[config.mk]
export PLATFORM = sky130hd
export DESIGN_NAME = fetch_top
export DESIGN_NICKNAME = d
export VERILOG_FILES = /design/src/fetch_pkg.sv /design/src/branch_predictor.sv /design/src/fetch_pc.sv /design/src/fetch_queue.sv /design/src/fetch_top.sv /design/src/redirect_arbiter.sv
export VERILOG_INCLUDE_DIRS = /design/src /design/src/src
export SDC_FILE = /design/constraint.sdc
export NUM_CORES = 2
export LEC_CHECK = 0
export BUFFER_PORTS_ARGS = -buffer_cell sky130_fd_sc_hd__buf_4
export CELL_PAD_IN_SITES_DETAIL_PLACEMENT = 0
export CELL_PAD_IN_SITES_GLOBAL_PLACEMENT = 2
export CORE_MARGIN = 2
export CORE_UTILIZATION = 39
export DETAILED_ROUTE_END_ITERATION = 12
export HOLD_SLACK_MARGIN = 0.03
export PLACE_DENSITY = 0.68
export SLEW_MARGIN = 15
export SYNTH_ARGS = -nofsm -noshare
export SYNTH_HDL_FRONTEND = slang
export SYNTH_SLANG_ARGS = --single-unit
[constraint.sdc]
create_clock -name clock -period 24.7 [get_ports clock]
set_input_delay 4.94 -clock clock [delete_from_list [all_inputs] [get_ports clock]]
set_output_delay 4.94 -clock clock [all_outputs]
set_load 0.05 [all_outputs]
[src/fetch_defs.svh]
`ifndef FETCH_DEFS_SVH
`define FETCH_DEFS_SVH

// Address and instruction width, one word.
`define XLEN 32

// First fetch address after reset.
`define RESET_PC 32'h0000_0100

// Branch target buffer entries.
// Index is pc[5:2]; tag is the upper bits together with pc[1].
`define BTB_ENTRIES 16

// Return address stack depth.
`define RAS_DEPTH 4

// Decode queue depth, a power of two.
`define QUEUE_DEPTH 4

`endif

[src/fetch_pkg.sv]
`default_nettype none

package fetch_pkg;

  // Winner of the redirect ranking.
  typedef enum logic [2:0] {
    REDIR_NONE       = 3'd0,
    REDIR_TRAP       = 3'd1,
    REDIR_MRET       = 3'd2,
    REDIR_MISPREDICT = 3'd3,
    REDIR_FENCE      = 3'd4
  } redirect_src_e;

  // Kind of control transfer held in a target buffer entry.
  typedef enum logic [1:0] {
    PRED_BRANCH = 2'd0,  // Conditional, uses the 2-bit counter.
    PRED_JUMP   = 2'd1,  // Always taken.
    PRED_RETURN = 2'd2   // Target comes from the return stack.
  } pred_kind_e;

endpackage

`default_nettype wire

[src/branch_predictor.sv]
`default_nettype none

`include "fetch_defs.svh"

module branch_predictor import fetch_pkg::*; (
  input  logic               clock,
  input  logic               reset,
  input  logic [`XLEN-1:0]   lookup_pc,
  input  logic               lookup_fire,
  input  logic               upd_valid,
  input  logic [`XLEN-1:0]   upd_pc,
  input  pred_kind_e         upd_kind,
  input  logic               upd_taken,
  input  logic [`XLEN-1:0]   upd_target,
  input  logic               upd_call,
  input  logic [`XLEN-1:0]   upd_npc,
  input  logic               flush,
  output logic               pred_taken,
  output logic [`XLEN-1:0]   pred_target
);

  localparam int IDX_W = $clog2(`BTB_ENTRIES);
  localparam int TAG_W = `XLEN - IDX_W - 1;
  localparam int CNT_W = $clog2(`RAS_DEPTH + 1);

  logic [`BTB_ENTRIES-1:0] btb_valid;
  logic [TAG_W-1:0]        btb_tag    [`BTB_ENTRIES];
  pred_kind_e              btb_kind   [`BTB_ENTRIES];
  logic [`XLEN-1:0]        btb_target [`BTB_ENTRIES];
  logic [1:0]              btb_ctr    [`BTB_ENTRIES];

  logic [`XLEN-1:0]        ras        [`RAS_DEPTH];
  logic [CNT_W-1:0]        ras_cnt;

  logic [IDX_W-1:0] lk_idx;
  logic [IDX_W-1:0] up_idx;
  logic [TAG_W-1:0] lk_tag;
  logic [TAG_W-1:0] up_tag;
  logic             lk_hit;
  logic             up_branch_hit;
  logic             ret_hit;
  logic             push;
  logic             pop;

  assign lk_idx = lookup_pc[IDX_W+1:2];
  assign lk_tag = {lookup_pc[`XLEN-1:IDX_W+2], lookup_pc[1]};
  assign up_idx = upd_pc[IDX_W+1:2];
  assign up_tag = {upd_pc[`XLEN-1:IDX_W+2], upd_pc[1]};

  assign lk_hit = btb_valid[lk_idx] && (btb_tag[lk_idx] == lk_tag);

  // Existing branch entry at the same address keeps training its counter.
  assign up_branch_hit = btb_valid[up_idx] && (btb_tag[up_idx] == up_tag) &&
                         (btb_kind[up_idx] == PRED_BRANCH) && (upd_kind == PRED_BRANCH);

  // Stack contents are not trusted in a redirect cycle.
  assign ret_hit = lk_hit && (btb_kind[lk_idx] == PRED_RETURN) &&
                   (ras_cnt != '0) && !flush;

  assign push = upd_valid && upd_call;
  assign pop  = lookup_fire && ret_hit;

  always_comb begin
    pred_taken  = 1'b0;
    pred_target = btb_target[lk_idx];
    if (lk_hit) begin
      case (btb_kind[lk_idx])
        PRED_JUMP:   pred_taken = 1'b1;
        PRED_BRANCH: pred_taken = btb_ctr[lk_idx][1];  // Counter 2 or 3.
        PRED_RETURN: begin
          pred_taken  = ret_hit;
          pred_target = ras[0];
        end
        default:     pred_taken = 1'b0;
      endcase
    end
  end

  always_ff @(posedge clock) begin
    if (!reset) begin
      btb_valid <= '0;
    end else if (upd_valid) begin
      btb_valid[up_idx] <= 1'b1;
    end
  end

  always_ff @(posedge clock) begin
    if (upd_valid) begin
      btb_tag[up_idx]    <= up_tag;
      btb_kind[up_idx]   <= upd_kind;
      btb_target[up_idx] <= upd_target;
      if (!up_branch_hit) begin
        btb_ctr[up_idx] <= 2'd2;  // Weakly taken on allocation.
      end else if (upd_taken && btb_ctr[up_idx] != 2'd3) begin
        btb_ctr[up_idx] <= btb_ctr[up_idx] + 2'd1;
      end else if (!upd_taken && btb_ctr[up_idx] != 2'd0) begin
        btb_ctr[up_idx] <= btb_ctr[up_idx] - 2'd1;
      end
    end
  end

  // Entry 0 is the top; a push onto a full stack drops the bottom.
  always_ff @(posedge clock) begin
    if (push) begin
      ras[0] <= upd_npc;
      if (!pop) begin
        for (int i = 1; i < `RAS_DEPTH; i++) begin
          ras[i] <= ras[i-1];
        end
      end
    end else if (pop) begin
      for (int i = 0; i < `RAS_DEPTH - 1; i++) begin
        ras[i] <= ras[i+1];
      end
    end
  end

  always_ff @(posedge clock) begin
    if (!reset) begin
      ras_cnt <= '0;
    end else if (push && !pop && ras_cnt != CNT_W'(`RAS_DEPTH)) begin
      ras_cnt <= ras_cnt + 1'b1;
    end else if (pop && !push) begin
      ras_cnt <= ras_cnt - 1'b1;
    end
  end

endmodule

`default_nettype wire

[src/fetch_pc.sv]
`default_nettype none

`include "fetch_defs.svh"

module fetch_pc import fetch_pkg::*; (
  input  logic               clock,
  input  logic               reset,
  input  logic               redirect_valid,
  input  logic [`XLEN-1:0]   redirect_pc,
  input  redirect_src_e      redirect_src,
  input  logic               pred_taken,
  input  logic [`XLEN-1:0]   pred_target,
  input  logic               mem_ready,
  input  logic [`XLEN-1:0]   mem_rdata,
  input  logic               queue_full,
  output logic               mem_valid,
  output logic [`XLEN-1:0]   mem_addr,
  output logic               lookup_fire,
  output logic               push_valid,
  output logic [`XLEN-1:0]   push_pc,
  output logic [`XLEN-1:0]   push_instr,
  output logic               push_taken,
  output logic               flush
);

  logic [`XLEN-1:0] pc_q;
  logic [`XLEN-1:0] seq_pc;
  logic [`XLEN-1:0] next_pc;
  logic             transfer;
  logic             fence_redirect;
  logic             use_pred;

  // A redirect goes straight to memory in its own cycle.
  assign mem_addr = redirect_valid ? redirect_pc : pc_q;

  // The queue is flushed on a redirect, so there is room for the new entry.
  assign mem_valid = redirect_valid || !queue_full;

  assign transfer = mem_valid && mem_ready;

  assign fence_redirect = redirect_valid && (redirect_src == REDIR_FENCE);

  // Refetch after a fence goes sequentially.
  assign use_pred = pred_taken && !fence_redirect;

  assign lookup_fire = transfer && use_pred;

  // Full word for 11 in the low bits, otherwise a compressed halfword.
  assign seq_pc = mem_addr + ((mem_rdata[1:0] == 2'b11) ? `XLEN'(4) : `XLEN'(2));

  always_comb begin
    next_pc = pc_q;
    if (transfer) begin
      next_pc = use_pred ? pred_target : seq_pc;
    end else if (redirect_valid) begin
      next_pc = redirect_pc;  // Memory stalled, keep the target for retry.
    end
  end

  always_ff @(posedge clock) begin
    if (!reset) begin
      pc_q <= `RESET_PC;
    end else begin
      pc_q <= next_pc;
    end
  end

  assign push_valid = transfer;
  assign push_pc    = mem_addr;
  assign push_instr = mem_rdata;
  assign push_taken = use_pred;

  assign flush = redirect_valid;

endmodule

`default_nettype wire

[src/fetch_queue.sv]
`default_nettype none

`include "fetch_defs.svh"

module fetch_queue (
  input  logic               clock,
  input  logic               reset,
  input  logic               flush,
  input  logic               push_valid,
  input  logic [`XLEN-1:0]   push_pc,
  input  logic [`XLEN-1:0]   push_instr,
  input  logic               push_taken,
  input  logic               out_ready,
  output logic               queue_full,
  output logic               out_valid,
  output logic [`XLEN-1:0]   out_pc,
  output logic [`XLEN-1:0]   out_instr,
  output logic               out_taken
);

  localparam int PTR_W = $clog2(`QUEUE_DEPTH);

  logic [`XLEN-1:0] pc_mem    [`QUEUE_DEPTH];
  logic [`XLEN-1:0] instr_mem [`QUEUE_DEPTH];
  logic             taken_mem [`QUEUE_DEPTH];

  logic [PTR_W-1:0] rd_ptr;
  logic [PTR_W-1:0] wr_ptr;
  logic [PTR_W:0]   count;
  logic [PTR_W-1:0] wr_addr;
  logic             do_push;
  logic             do_pop;

  assign queue_full = (count == (PTR_W+1)'(`QUEUE_DEPTH));
  assign out_valid  = (count != '0);

  assign do_push = push_valid && (flush || !queue_full);
  assign do_pop  = out_valid && out_ready && !flush;  // A flush drops the head too.

  // After a flush the new entry lands at slot 0.
  assign wr_addr = flush ? '0 : wr_ptr;

  always_ff @(posedge clock) begin
    if (do_push) begin
      pc_mem[wr_addr]    <= push_pc;
      instr_mem[wr_addr] <= push_instr;
      taken_mem[wr_addr] <= push_taken;
    end
  end

  always_ff @(posedge clock) begin
    if (!reset) begin
      rd_ptr <= '0;
      wr_ptr <= '0;
      count  <= '0;
    end else if (flush) begin
      rd_ptr <= '0;
      wr_ptr <= PTR_W'(do_push);
      count  <= (PTR_W+1)'(do_push);
    end else begin
      if (do_push) begin
        wr_ptr <= wr_ptr + 1'b1;
      end
      if (do_pop) begin
        rd_ptr <= rd_ptr + 1'b1;
      end
      if (do_push && !do_pop) begin
        count <= count + 1'b1;
      end else if (do_pop && !do_push) begin
        count <= count - 1'b1;
      end
    end
  end

  assign out_pc    = pc_mem[rd_ptr];
  assign out_instr = instr_mem[rd_ptr];
  assign out_taken = taken_mem[rd_ptr];

endmodule

`default_nettype wire

[src/fetch_top.sv]
`default_nettype none

`include "fetch_defs.svh"

module fetch_top import fetch_pkg::*; (
  input  logic               clock,
  input  logic               reset,
  output logic               mem_valid,
  output logic [`XLEN-1:0]   mem_addr,
  input  logic               mem_ready,
  input  logic [`XLEN-1:0]   mem_rdata,
  output logic               out_valid,
  output logic [`XLEN-1:0]   out_pc,
  output logic [`XLEN-1:0]   out_instr,
  output logic               out_taken,
  input  logic               out_ready,
  input  logic               resolve_valid,
  input  logic [`XLEN-1:0]   resolve_pc,
  input  pred_kind_e         resolve_kind,
  input  logic               resolve_taken,
  input  logic [`XLEN-1:0]   resolve_target,
  input  logic [`XLEN-1:0]   resolve_npc,
  input  logic [`XLEN-1:0]   resolve_next_pc,
  input  logic               resolve_call,
  input  logic               trap_valid,
  input  logic [`XLEN-1:0]   trap_vector,
  input  logic               mret_valid,
  input  logic [`XLEN-1:0]   mret_epc,
  input  logic               fence_valid,
  input  logic [`XLEN-1:0]   fence_pc
);

  logic             redirect_valid;
  logic [`XLEN-1:0] redirect_pc;
  redirect_src_e    redirect_src;
  logic             pred_taken;
  logic [`XLEN-1:0] pred_target;
  logic             lookup_fire;
  logic             flush;
  logic             queue_full;
  logic             push_valid;
  logic [`XLEN-1:0] push_pc;
  logic [`XLEN-1:0] push_instr;
  logic             push_taken;

  redirect_arbiter arbiter_i (
    .trap_valid      (trap_valid),
    .trap_vector     (trap_vector),
    .mret_valid      (mret_valid),
    .mret_epc        (mret_epc),
    .resolve_valid   (resolve_valid),
    .resolve_taken   (resolve_taken),
    .resolve_target  (resolve_target),
    .resolve_npc     (resolve_npc),
    .resolve_next_pc (resolve_next_pc),
    .fence_valid     (fence_valid),
    .fence_pc        (fence_pc),
    .redirect_valid  (redirect_valid),
    .redirect_pc     (redirect_pc),
    .redirect_src    (redirect_src)
  );

  fetch_pc pc_i (
    .clock          (clock),
    .reset          (reset),
    .redirect_valid (redirect_valid),
    .redirect_pc    (redirect_pc),
    .redirect_src   (redirect_src),
    .pred_taken     (pred_taken),
    .pred_target    (pred_target),
    .mem_ready      (mem_ready),
    .mem_rdata      (mem_rdata),
    .queue_full     (queue_full),
    .mem_valid      (mem_valid),
    .mem_addr       (mem_addr),
    .lookup_fire    (lookup_fire),
    .push_valid     (push_valid),
    .push_pc        (push_pc),
    .push_instr     (push_instr),
    .push_taken     (push_taken),
    .flush          (flush)
  );

  branch_predictor predictor_i (
    .clock       (clock),
    .reset       (reset),
    .lookup_pc   (mem_addr),
    .lookup_fire (lookup_fire),
    .upd_valid   (resolve_valid),
    .upd_pc      (resolve_pc),
    .upd_kind    (resolve_kind),
    .upd_taken   (resolve_taken),
    .upd_target  (resolve_target),
    .upd_call    (resolve_call),
    .upd_npc     (resolve_npc),
    .flush       (flush),
    .pred_taken  (pred_taken),
    .pred_target (pred_target)
  );

  fetch_queue queue_i (
    .clock      (clock),
    .reset      (reset),
    .flush      (flush),
    .push_valid (push_valid),
    .push_pc    (push_pc),
    .push_instr (push_instr),
    .push_taken (push_taken),
    .out_ready  (out_ready),
    .queue_full (queue_full),
    .out_valid  (out_valid),
    .out_pc     (out_pc),
    .out_instr  (out_instr),
    .out_taken  (out_taken)
  );

endmodule

`default_nettype wire

[src/redirect_arbiter.sv]
`default_nettype none

`include "fetch_defs.svh"

module redirect_arbiter import fetch_pkg::*; (
  input  logic               trap_valid,
  input  logic [`XLEN-1:0]   trap_vector,
  input  logic               mret_valid,
  input  logic [`XLEN-1:0]   mret_epc,
  input  logic               resolve_valid,
  input  logic               resolve_taken,
  input  logic [`XLEN-1:0]   resolve_target,
  input  logic [`XLEN-1:0]   resolve_npc,
  input  logic [`XLEN-1:0]   resolve_next_pc,
  input  logic               fence_valid,
  input  logic [`XLEN-1:0]   fence_pc,
  output logic               redirect_valid,
  output logic [`XLEN-1:0]   redirect_pc,
  output redirect_src_e      redirect_src
);

  logic [`XLEN-1:0] actual_pc;
  logic             mispredict;

  // Where the resolved instruction really goes next.
  assign actual_pc = resolve_taken ? resolve_target : resolve_npc;

  // Fetch followed a different path than the resolved one.
  assign mispredict = resolve_valid && (actual_pc != resolve_next_pc);

  always_comb begin
    redirect_valid = 1'b1;
    redirect_pc    = '0;
    redirect_src   = REDIR_NONE;
    if (trap_valid) begin
      redirect_pc  = trap_vector;
      redirect_src = REDIR_TRAP;
    end else if (mret_valid) begin
      redirect_pc  = mret_epc;
      redirect_src = REDIR_MRET;
    end else if (mispredict) begin
      redirect_pc  = actual_pc;
      redirect_src = REDIR_MISPREDICT;
    end else if (fence_valid) begin
      redirect_pc  = fence_pc;    // Refetch after the fence.
      redirect_src = REDIR_FENCE;
    end else begin
      redirect_valid = 1'b0;
    end
  end

endmodule

`default_nettype wire

# [Word level (Yosys, flattened, before mapping)]
# Memories as Yosys holds them, arrays and structs flattened. A register that Yosys moved wholly into a read port is not among the register bits.
# Cells that the tools add are included.
[op_classes] addsub=9 n_lt_le_gt_ge=3 eq_ne=10 muxes=70 bitwise=7 reduce_logical=45
[ops] operator="two-way mux 32 bit" n=13
[ops] operator="== test 27 bit" n=2
[ops] operator="two-way mux 1 bit" n=35
[ops] operator="adder 32 bit" n=1
[ops] operator="!= test 32 bit" n=1
[ops] operator="two-way mux 3 bit" n=9
[ops] operator="logical AND 1 bit" n=25
[ops] operator="two-way mux 2 bit" n=9
[ops] operator="bitwise OR 16 bit" n=1
[ops] operator="< comparator 4 x 5 -> 1 bit, second input constant" n=2
[ops] operator="nonzero test 3 bit" n=3
[ops] operator="binary-select mux 1 bit (select 4 bit)" n=2
[ops] operator="logical NOT 1 bit" n=8
[ops] operator="nonzero test 2 bit" n=4
[ops] operator="adder 2 x 1 -> 2 bit, second input constant" n=3
[ops] operator="adder 3 x 1 -> 3 bit, second input constant" n=2
[ops] operator="== test 3 bit, second input constant" n=2
[ops] operator="logical NOT 2 bit" n=3
[ops] operator="subtractor 3 x 1 -> 3 bit, second input constant" n=2
[ops] operator="bitwise OR 1 bit" n=5
[ops] operator="demux 1 bit (select 4 bit)" n=1
[ops] operator="== test 2 bit, second input constant" n=2
[ops] operator=">= comparator 4 x 1 -> 1 bit, second input constant" n=1
[ops] operator="!= test 3 bit, second input constant" n=1
[ops] operator="7 further kinds" n=7
[word_totals] reg_bits=58 ram_bits=1396 in_bits=268 output_inout_bits=99 wordCells=160 memories=8
[mem_list] memory="predictor_i.btb_target" words=16 word_bits=32 rd=1 rd_clocked_by_memory_dff=0 wr=1 line="branch_predictor.sv:29" rtl="logic [`XLEN-1:0] btb_target [`BTB_ENTRIES];"
[mem_list] memory="predictor_i.btb_tag" words=16 word_bits=27 rd=2 rd_clocked_by_memory_dff=0 wr=1 line="branch_predictor.sv:27" rtl="logic [TAG_W-1:0] btb_tag [`BTB_ENTRIES];"
[mem_list] memory="predictor_i.ras" words=4 word_bits=32 rd=4 rd_clocked_by_memory_dff=0 wr=4 line="branch_predictor.sv:32" rtl="logic [`XLEN-1:0] ras [`RAS_DEPTH];"
[mem_list] memory="queue_i.instr_mem" words=4 word_bits=32 rd=1 rd_clocked_by_memory_dff=1 wr=1 line="fetch_queue.sv:24" rtl="logic [`XLEN-1:0] instr_mem [`QUEUE_DEPTH];"
[mem_list] memory="queue_i.pc_mem" words=4 word_bits=32 rd=1 rd_clocked_by_memory_dff=1 wr=1 line="fetch_queue.sv:23" rtl="logic [`XLEN-1:0] pc_mem [`QUEUE_DEPTH];"
[mem_list] memory="predictor_i.btb_ctr" words=16 word_bits=2 rd=2 rd_clocked_by_memory_dff=0 wr=1 line="branch_predictor.sv:30" rtl="logic [1:0] btb_ctr [`BTB_ENTRIES];"
[mem_list] memory="+2 memories"

# [Longest topological paths before layout]
[logic_depth] ltp_word=22 ltp_mapped=33 mapped_depth_nobuf=24

# [Hierarchy]
# From an unflattened synthesis, not the netlist that was laid out.
[unflattened] hier_cells=3438 hier_area_um2=64902.2
[by_module_without_submodules] mod="branch_predictor" instances=1 cells_each=2344 area_each_um2=49886.6 seq_area_each_um2=34493.1
[by_module_without_submodules] mod="fetch_queue" instances=1 cells_each=394 area_each_um2=9908.3 seq_area_each_um2=7987.7
[by_module_without_submodules] mod="fetch_pc" instances=1 cells_each=435 area_each_um2=3258.1 seq_area_each_um2=640.6
[by_module_without_submodules] mod="redirect_arbiter" instances=1 cells_each=265 area_each_um2=1849.3 seq_area_each_um2=0.0

# [Least setup slack after synthesis]
# No wires, ideal clock.
[synth_timing] kind="input to register" start="input resolve_taken" end="memory queue_i.instr_mem[2][0] (netlist bit), enable pin" setup_time_ns=0.649 arrival_ns=14.019 required_ns=24.051 path_slack_ns=10.032 path_stages=16 path_buffers=7 path_cell_list="buf_6 -> buf_6 -> mux2i_1 -> xnor2_1 -> nor4_1 -> nand4_1 -> o21ai_2 -> and2_1 -> clkbuf_1 -> clkbuf_1 -> clkbuf_1 -> nand3_1 -> nand2_1 -> buf_1 -> clkbuf_1 -> nor4_1"
[synth_via] elab_chain_cells=11 word_cells_on_any_way=12 classes_between="eq/ne: 1; mux: 7; reduce/logical: 4"
[synth_rtl] element="start, declared" line="fetch_top.sv:20" rtl="input logic resolve_taken,"
[synth_rtl] element="two-way mux 32 bit *" line="redirect_arbiter.sv:26" rtl="assign actual_pc = resolve_taken ? resolve_target : resolve_npc;"
[synth_rtl] element="!= test 32 bit *" line="redirect_arbiter.sv:29" rtl="assign mispredict = resolve_valid && (actual_pc != resolve_next_pc);"
[synth_rtl] element="logical AND 1 bit *" line="redirect_arbiter.sv:29"
[synth_rtl] element="two-way mux 1 bit *" line="redirect_arbiter.sv:41" rtl="end else if (mispredict) begin"
[synth_rtl] element="two-way mux 1 bit *" line="redirect_arbiter.sv:38" rtl="end else if (mret_valid) begin"
[synth_rtl] element="two-way mux 1 bit *" line="redirect_arbiter.sv:35" rtl="if (trap_valid) begin"
[synth_rtl] element="logical OR 1 bit *" line="fetch_pc.sv:37" rtl="assign mem_valid = redirect_valid || !queue_full;"
[synth_rtl] element="via mem_valid" line="fetch_top.sv:8" rtl="output logic mem_valid,"
[synth_rtl] element="logical AND 1 bit" line="fetch_pc.sv:39" rtl="assign transfer = mem_valid && mem_ready;"
[synth_rtl] element="logical AND 1 bit *" line="fetch_queue.sv:37" rtl="assign do_push = push_valid && (flush || !queue_full);"
[synth_rtl] element="two-way mux 1 bit *" line="fetch_queue.sv:44" rtl="if (do_push) begin"
[synth_rtl] element="two-way mux 1 bit (not written as such) *" line="fetch_queue.sv:46" rtl="instr_mem[wr_addr] <= push_instr;"
[synth_rtl] element="end, declared" line="fetch_queue.sv:24"
# The timed path passes the listed nets; every way through them passes the cells marked *.

==> flow_summary.toml <==
[logic_synthesis]
synth_area_leader_cell = "edfxtp_1"
ys_warn_count = 0
ys.flop_type = "edfxtp_1"
synthTopCellsByArea = "edfxtp_1 (66%), mux4_2 (10%), nand2_1 (3.6%)"
synth_nets = 4409
yosysTopAreaCellShare_pct = 65.8
async_flop_share_pct = 0
ys_seq_area_share_pct = 67.7
syn_inst = 4129
ys_types = 86
ys_ff_latch = 1456
synth_edf_count = 1396
synth_common_cells = "edfxtp_1 (1396), nand2_1 (619), mux4_2 (287)"
yosysMostFrequentCell = "edfxtp_1"
syn_area_um2 = 63700
syn_avg_cell_area_um2 = 15.4

[timing]
post-route-period-util_pct = 66.3
grt_setup_unrepaired = "no"
tightest_slew_ns = 1.27
hold_viol_final = 0
setup-tns-final_ns = 0
max_freq_mhz = 61.1
final.setup_skew_ns = 0.0239
whs_ns = 0.447
drv_slew = 0
setup_violations = 0
fin_ws_ns = 8.33
relSlewSlack_pct = 12.8
min_period_ns = 16.37

[placement]
gp_congestion = 0.831
dpl-instance-area_um2 = 69000
post-dp-hpwl_um = 127000
placed_cells = 6493
numPortBuffers = 365
dp_slack_ns = 7.65

[cells_and_area]
multiInputGateArea_um2 = 19400
final_cell_area_um2 = 73900
stdcell_count = 6788
regArea_um2 = 43100
fillCellCount = 14300
drive_gt1_share_pct = 25.1
area_delta_synth_final_pct = 16.1
fin_nets = 4757

[clock_network]
cts_setup_buffers = 0
root_buffer = "clkbuf_16"
clk_pin_slew_worst_paths_ns = 0.06
cts_sinks = 1456
cts-htree-levels = 4
cts_resized = 0
cts_buffer_depth = 3
numCtsBuffers = 157
clk_latency_ns = 0.80
cts_tree = "yes"
ctsHoldBuffers = 0

[job]
drv_cap = 0

[detailed_routing]
drtPass1Iterations = 5
drt_iter0_markers = 4295
ant_nets = 0
via_per_inst = 5.78
wl_per_cell_um = 30.9
drt_wl_total_um = 210000
num_vias = 39200
drc = 0

[critical_path]
worst-path-buf-inv = 5
crit_top_cell = "buf_4"
required_ns = 25.24
startpoint_type = "input port"
slowest_delay_ns = 0.87
cp_max_fo = 98
critPathTopFamily = "simple AND/OR/NAND/NOR gates"
crit_path_cell_trace = "buf_4 -> mux2i_1 -> xnor2_1 -> nor4_1 -> nand4_1 -> o21a_1 -> o211ai_4 -> and2_4 -> clkinv_8 -> mux4_2 -> a22o_1 -> a221oi_2 -> xnor2_1 -> nor4_1 -> nand4_1 -> or3_1 -> buf_4 -> or2_1 -> or3_4 -> inv_2 -> ha_4 -> buf_4 -> mux2_2"
path_class = "in -> reg"
crit_arrival_ns = 16.91
cp-end-kind = "register"
slowest_stage = "and2_4"

[floorplanning]
die_area_um2 = 167000
dieWidth_um = 408
die_h_um = 408
rows = 148
core_area_um2 = 162000
design.portCount = 367
start_util_pct = 39.2

[pwr]
irDropWorstVdd_uv = 61.2
power_density_nw_per_um2 = 77.7
leakage_uw = 0.0249

[grt]
overflow = 0
grt_pass1_vias = 38000
antenna_found_initial = 31
grt_pass1_wl_um = 294000
grt_max_degree = 145
grt_use_total_pct = 24.8

[hold_path]
hold_class = "reg -> reg"

[status]
status = "finished, final reports clean"
area by class of cell:
class                      count  share of cell area, %
multi-input combinational   2331                   26.2
clock buffer                 213                   5.79
sequential                  1456                   58.3
inverter                      63                  0.359
clock inverter                74                  0.787
antenna                        8                 0.0271
timing repair buffer         468                   4.82
tap                         2175                   3.68
power by group:
group	switching, µW	total (µW)	leakage, µW	internal [µW]
logic	477	711	0.00930	234
clock network	977	2250	0.00238	1270
registers	19.2	2790	0.0132	2770
total	1470	5740	0.0249	4270
per-stage QoR:
stage / utilization, % / total power (µW)
floorplan: - / 3240
detailed placement: 42.5 / 3550
global placement: 42.5 / 3550
global route: 45.5 / 5930
finish: 45.5 / 5740
CTS: 45.5 / 5790
per-layer routing:
layer	track usage (%)	wire (µm)	part of all wire (%)	vias to the layer above
li1	-	-	-	17000
met1	36.3	92700	44	20400
met2	38.2	95900	46	1625
met3	5.12	16600	7.9	226
met4	5.55	4270	2.0	22
met5	0	135	0.064	-
worst reg2reg max path, delay by kind of cell, from the launching register on:
kind	cells	cell delay (ns)
and+or+nand+nor	7	3.81
AOI/OAI and AO/OA	2	0.88
buffers and inverters	4	1.82
muxes	2	1.33
xor gates and xnor gates	1	0.13
DFF	1	0.31
adders and majority gates	1	0.46
state kept, by name, indices dropped and copies added, names as in the netlist, named ones only:
| register | flops |
|---|---|
| predictor_i.btb_valid | 16 |
| queue_i.taken_mem | 4 |
| predictor_i.ras | 128 |
| predictor_i.btb_kind | 32 |
| queue_i.wr_ptr | 2 |
| predictor_i.btb_tag | 432 |
| queue_i.pc_mem | 128 |
| queue_i.instr_mem | 128 |
| queue_i.count | 3 |
| predictor_i.btb_target | 512 |
| queue_i.rd_ptr | 2 |
| pc_i.pc_q | 32 |
| predictor_i.ras_cnt | 3 |
| predictor_i.btb_ctr | 32 |
final timing paths:
| check | from | endpoint | slack [ns] | cells after the start |
|---|---|---|---|---|
| setup / recovery | resolve_taken | predictor_i.ras[0][17] | 8.33 | 23 |
| hold / removal | predictor_i.ras[2][5] | predictor_i.ras[3][5] | 0.45 | 0 |
| setup reg to reg | pc_i.pc_q[2] | predictor_i.ras[0][17] | 15.70 | 17 |
| hold reg to reg | predictor_i.ras[2][5] | predictor_i.ras[3][5] | 0.45 | 0 |
cells in the final DEF, fill, tap and decap left out, drive strengths merged, types with 10 or more instances in the layout:
master  count
edfxtp   1396
nand2     619
buf       466
mux4      287
clkbuf    215
nand3     182
nor2      150
mux2i     138
mux2      115
a311oi    102
and3       84
xnor2      80
a21oi      77
o21ai      75
a211oi     71
inv        67
clkinv     63
dfxtp      60
a22oi      50
a31oi      49
nor3       27
nor4       25
xor2       18
o21a       16
o211ai     15
nand4      12
and2       10
a221oi     10
kinds of logic (layout without fill, tap and decap cells):
| logic type | Yosys count | in the layout | synth area share, % |
|---|---|---|---|
| compound gates | 524 | 524 | 5.94 |
| xor+xnor | 98 | 98 | 1.35 |
| fa+ha+maj | 12 | 12 | 0.271 |
| buf+inv | 342 | 818 | 2.29 |
| flops | 1456 | 1456 | 67.7 |
| mux | 540 | 540 | 14.4 |
| other cells | 0 | 8 | 0 |
| simple gates | 1157 | 1157 | 8.05 |
Power figures use the tool's default switching activity.
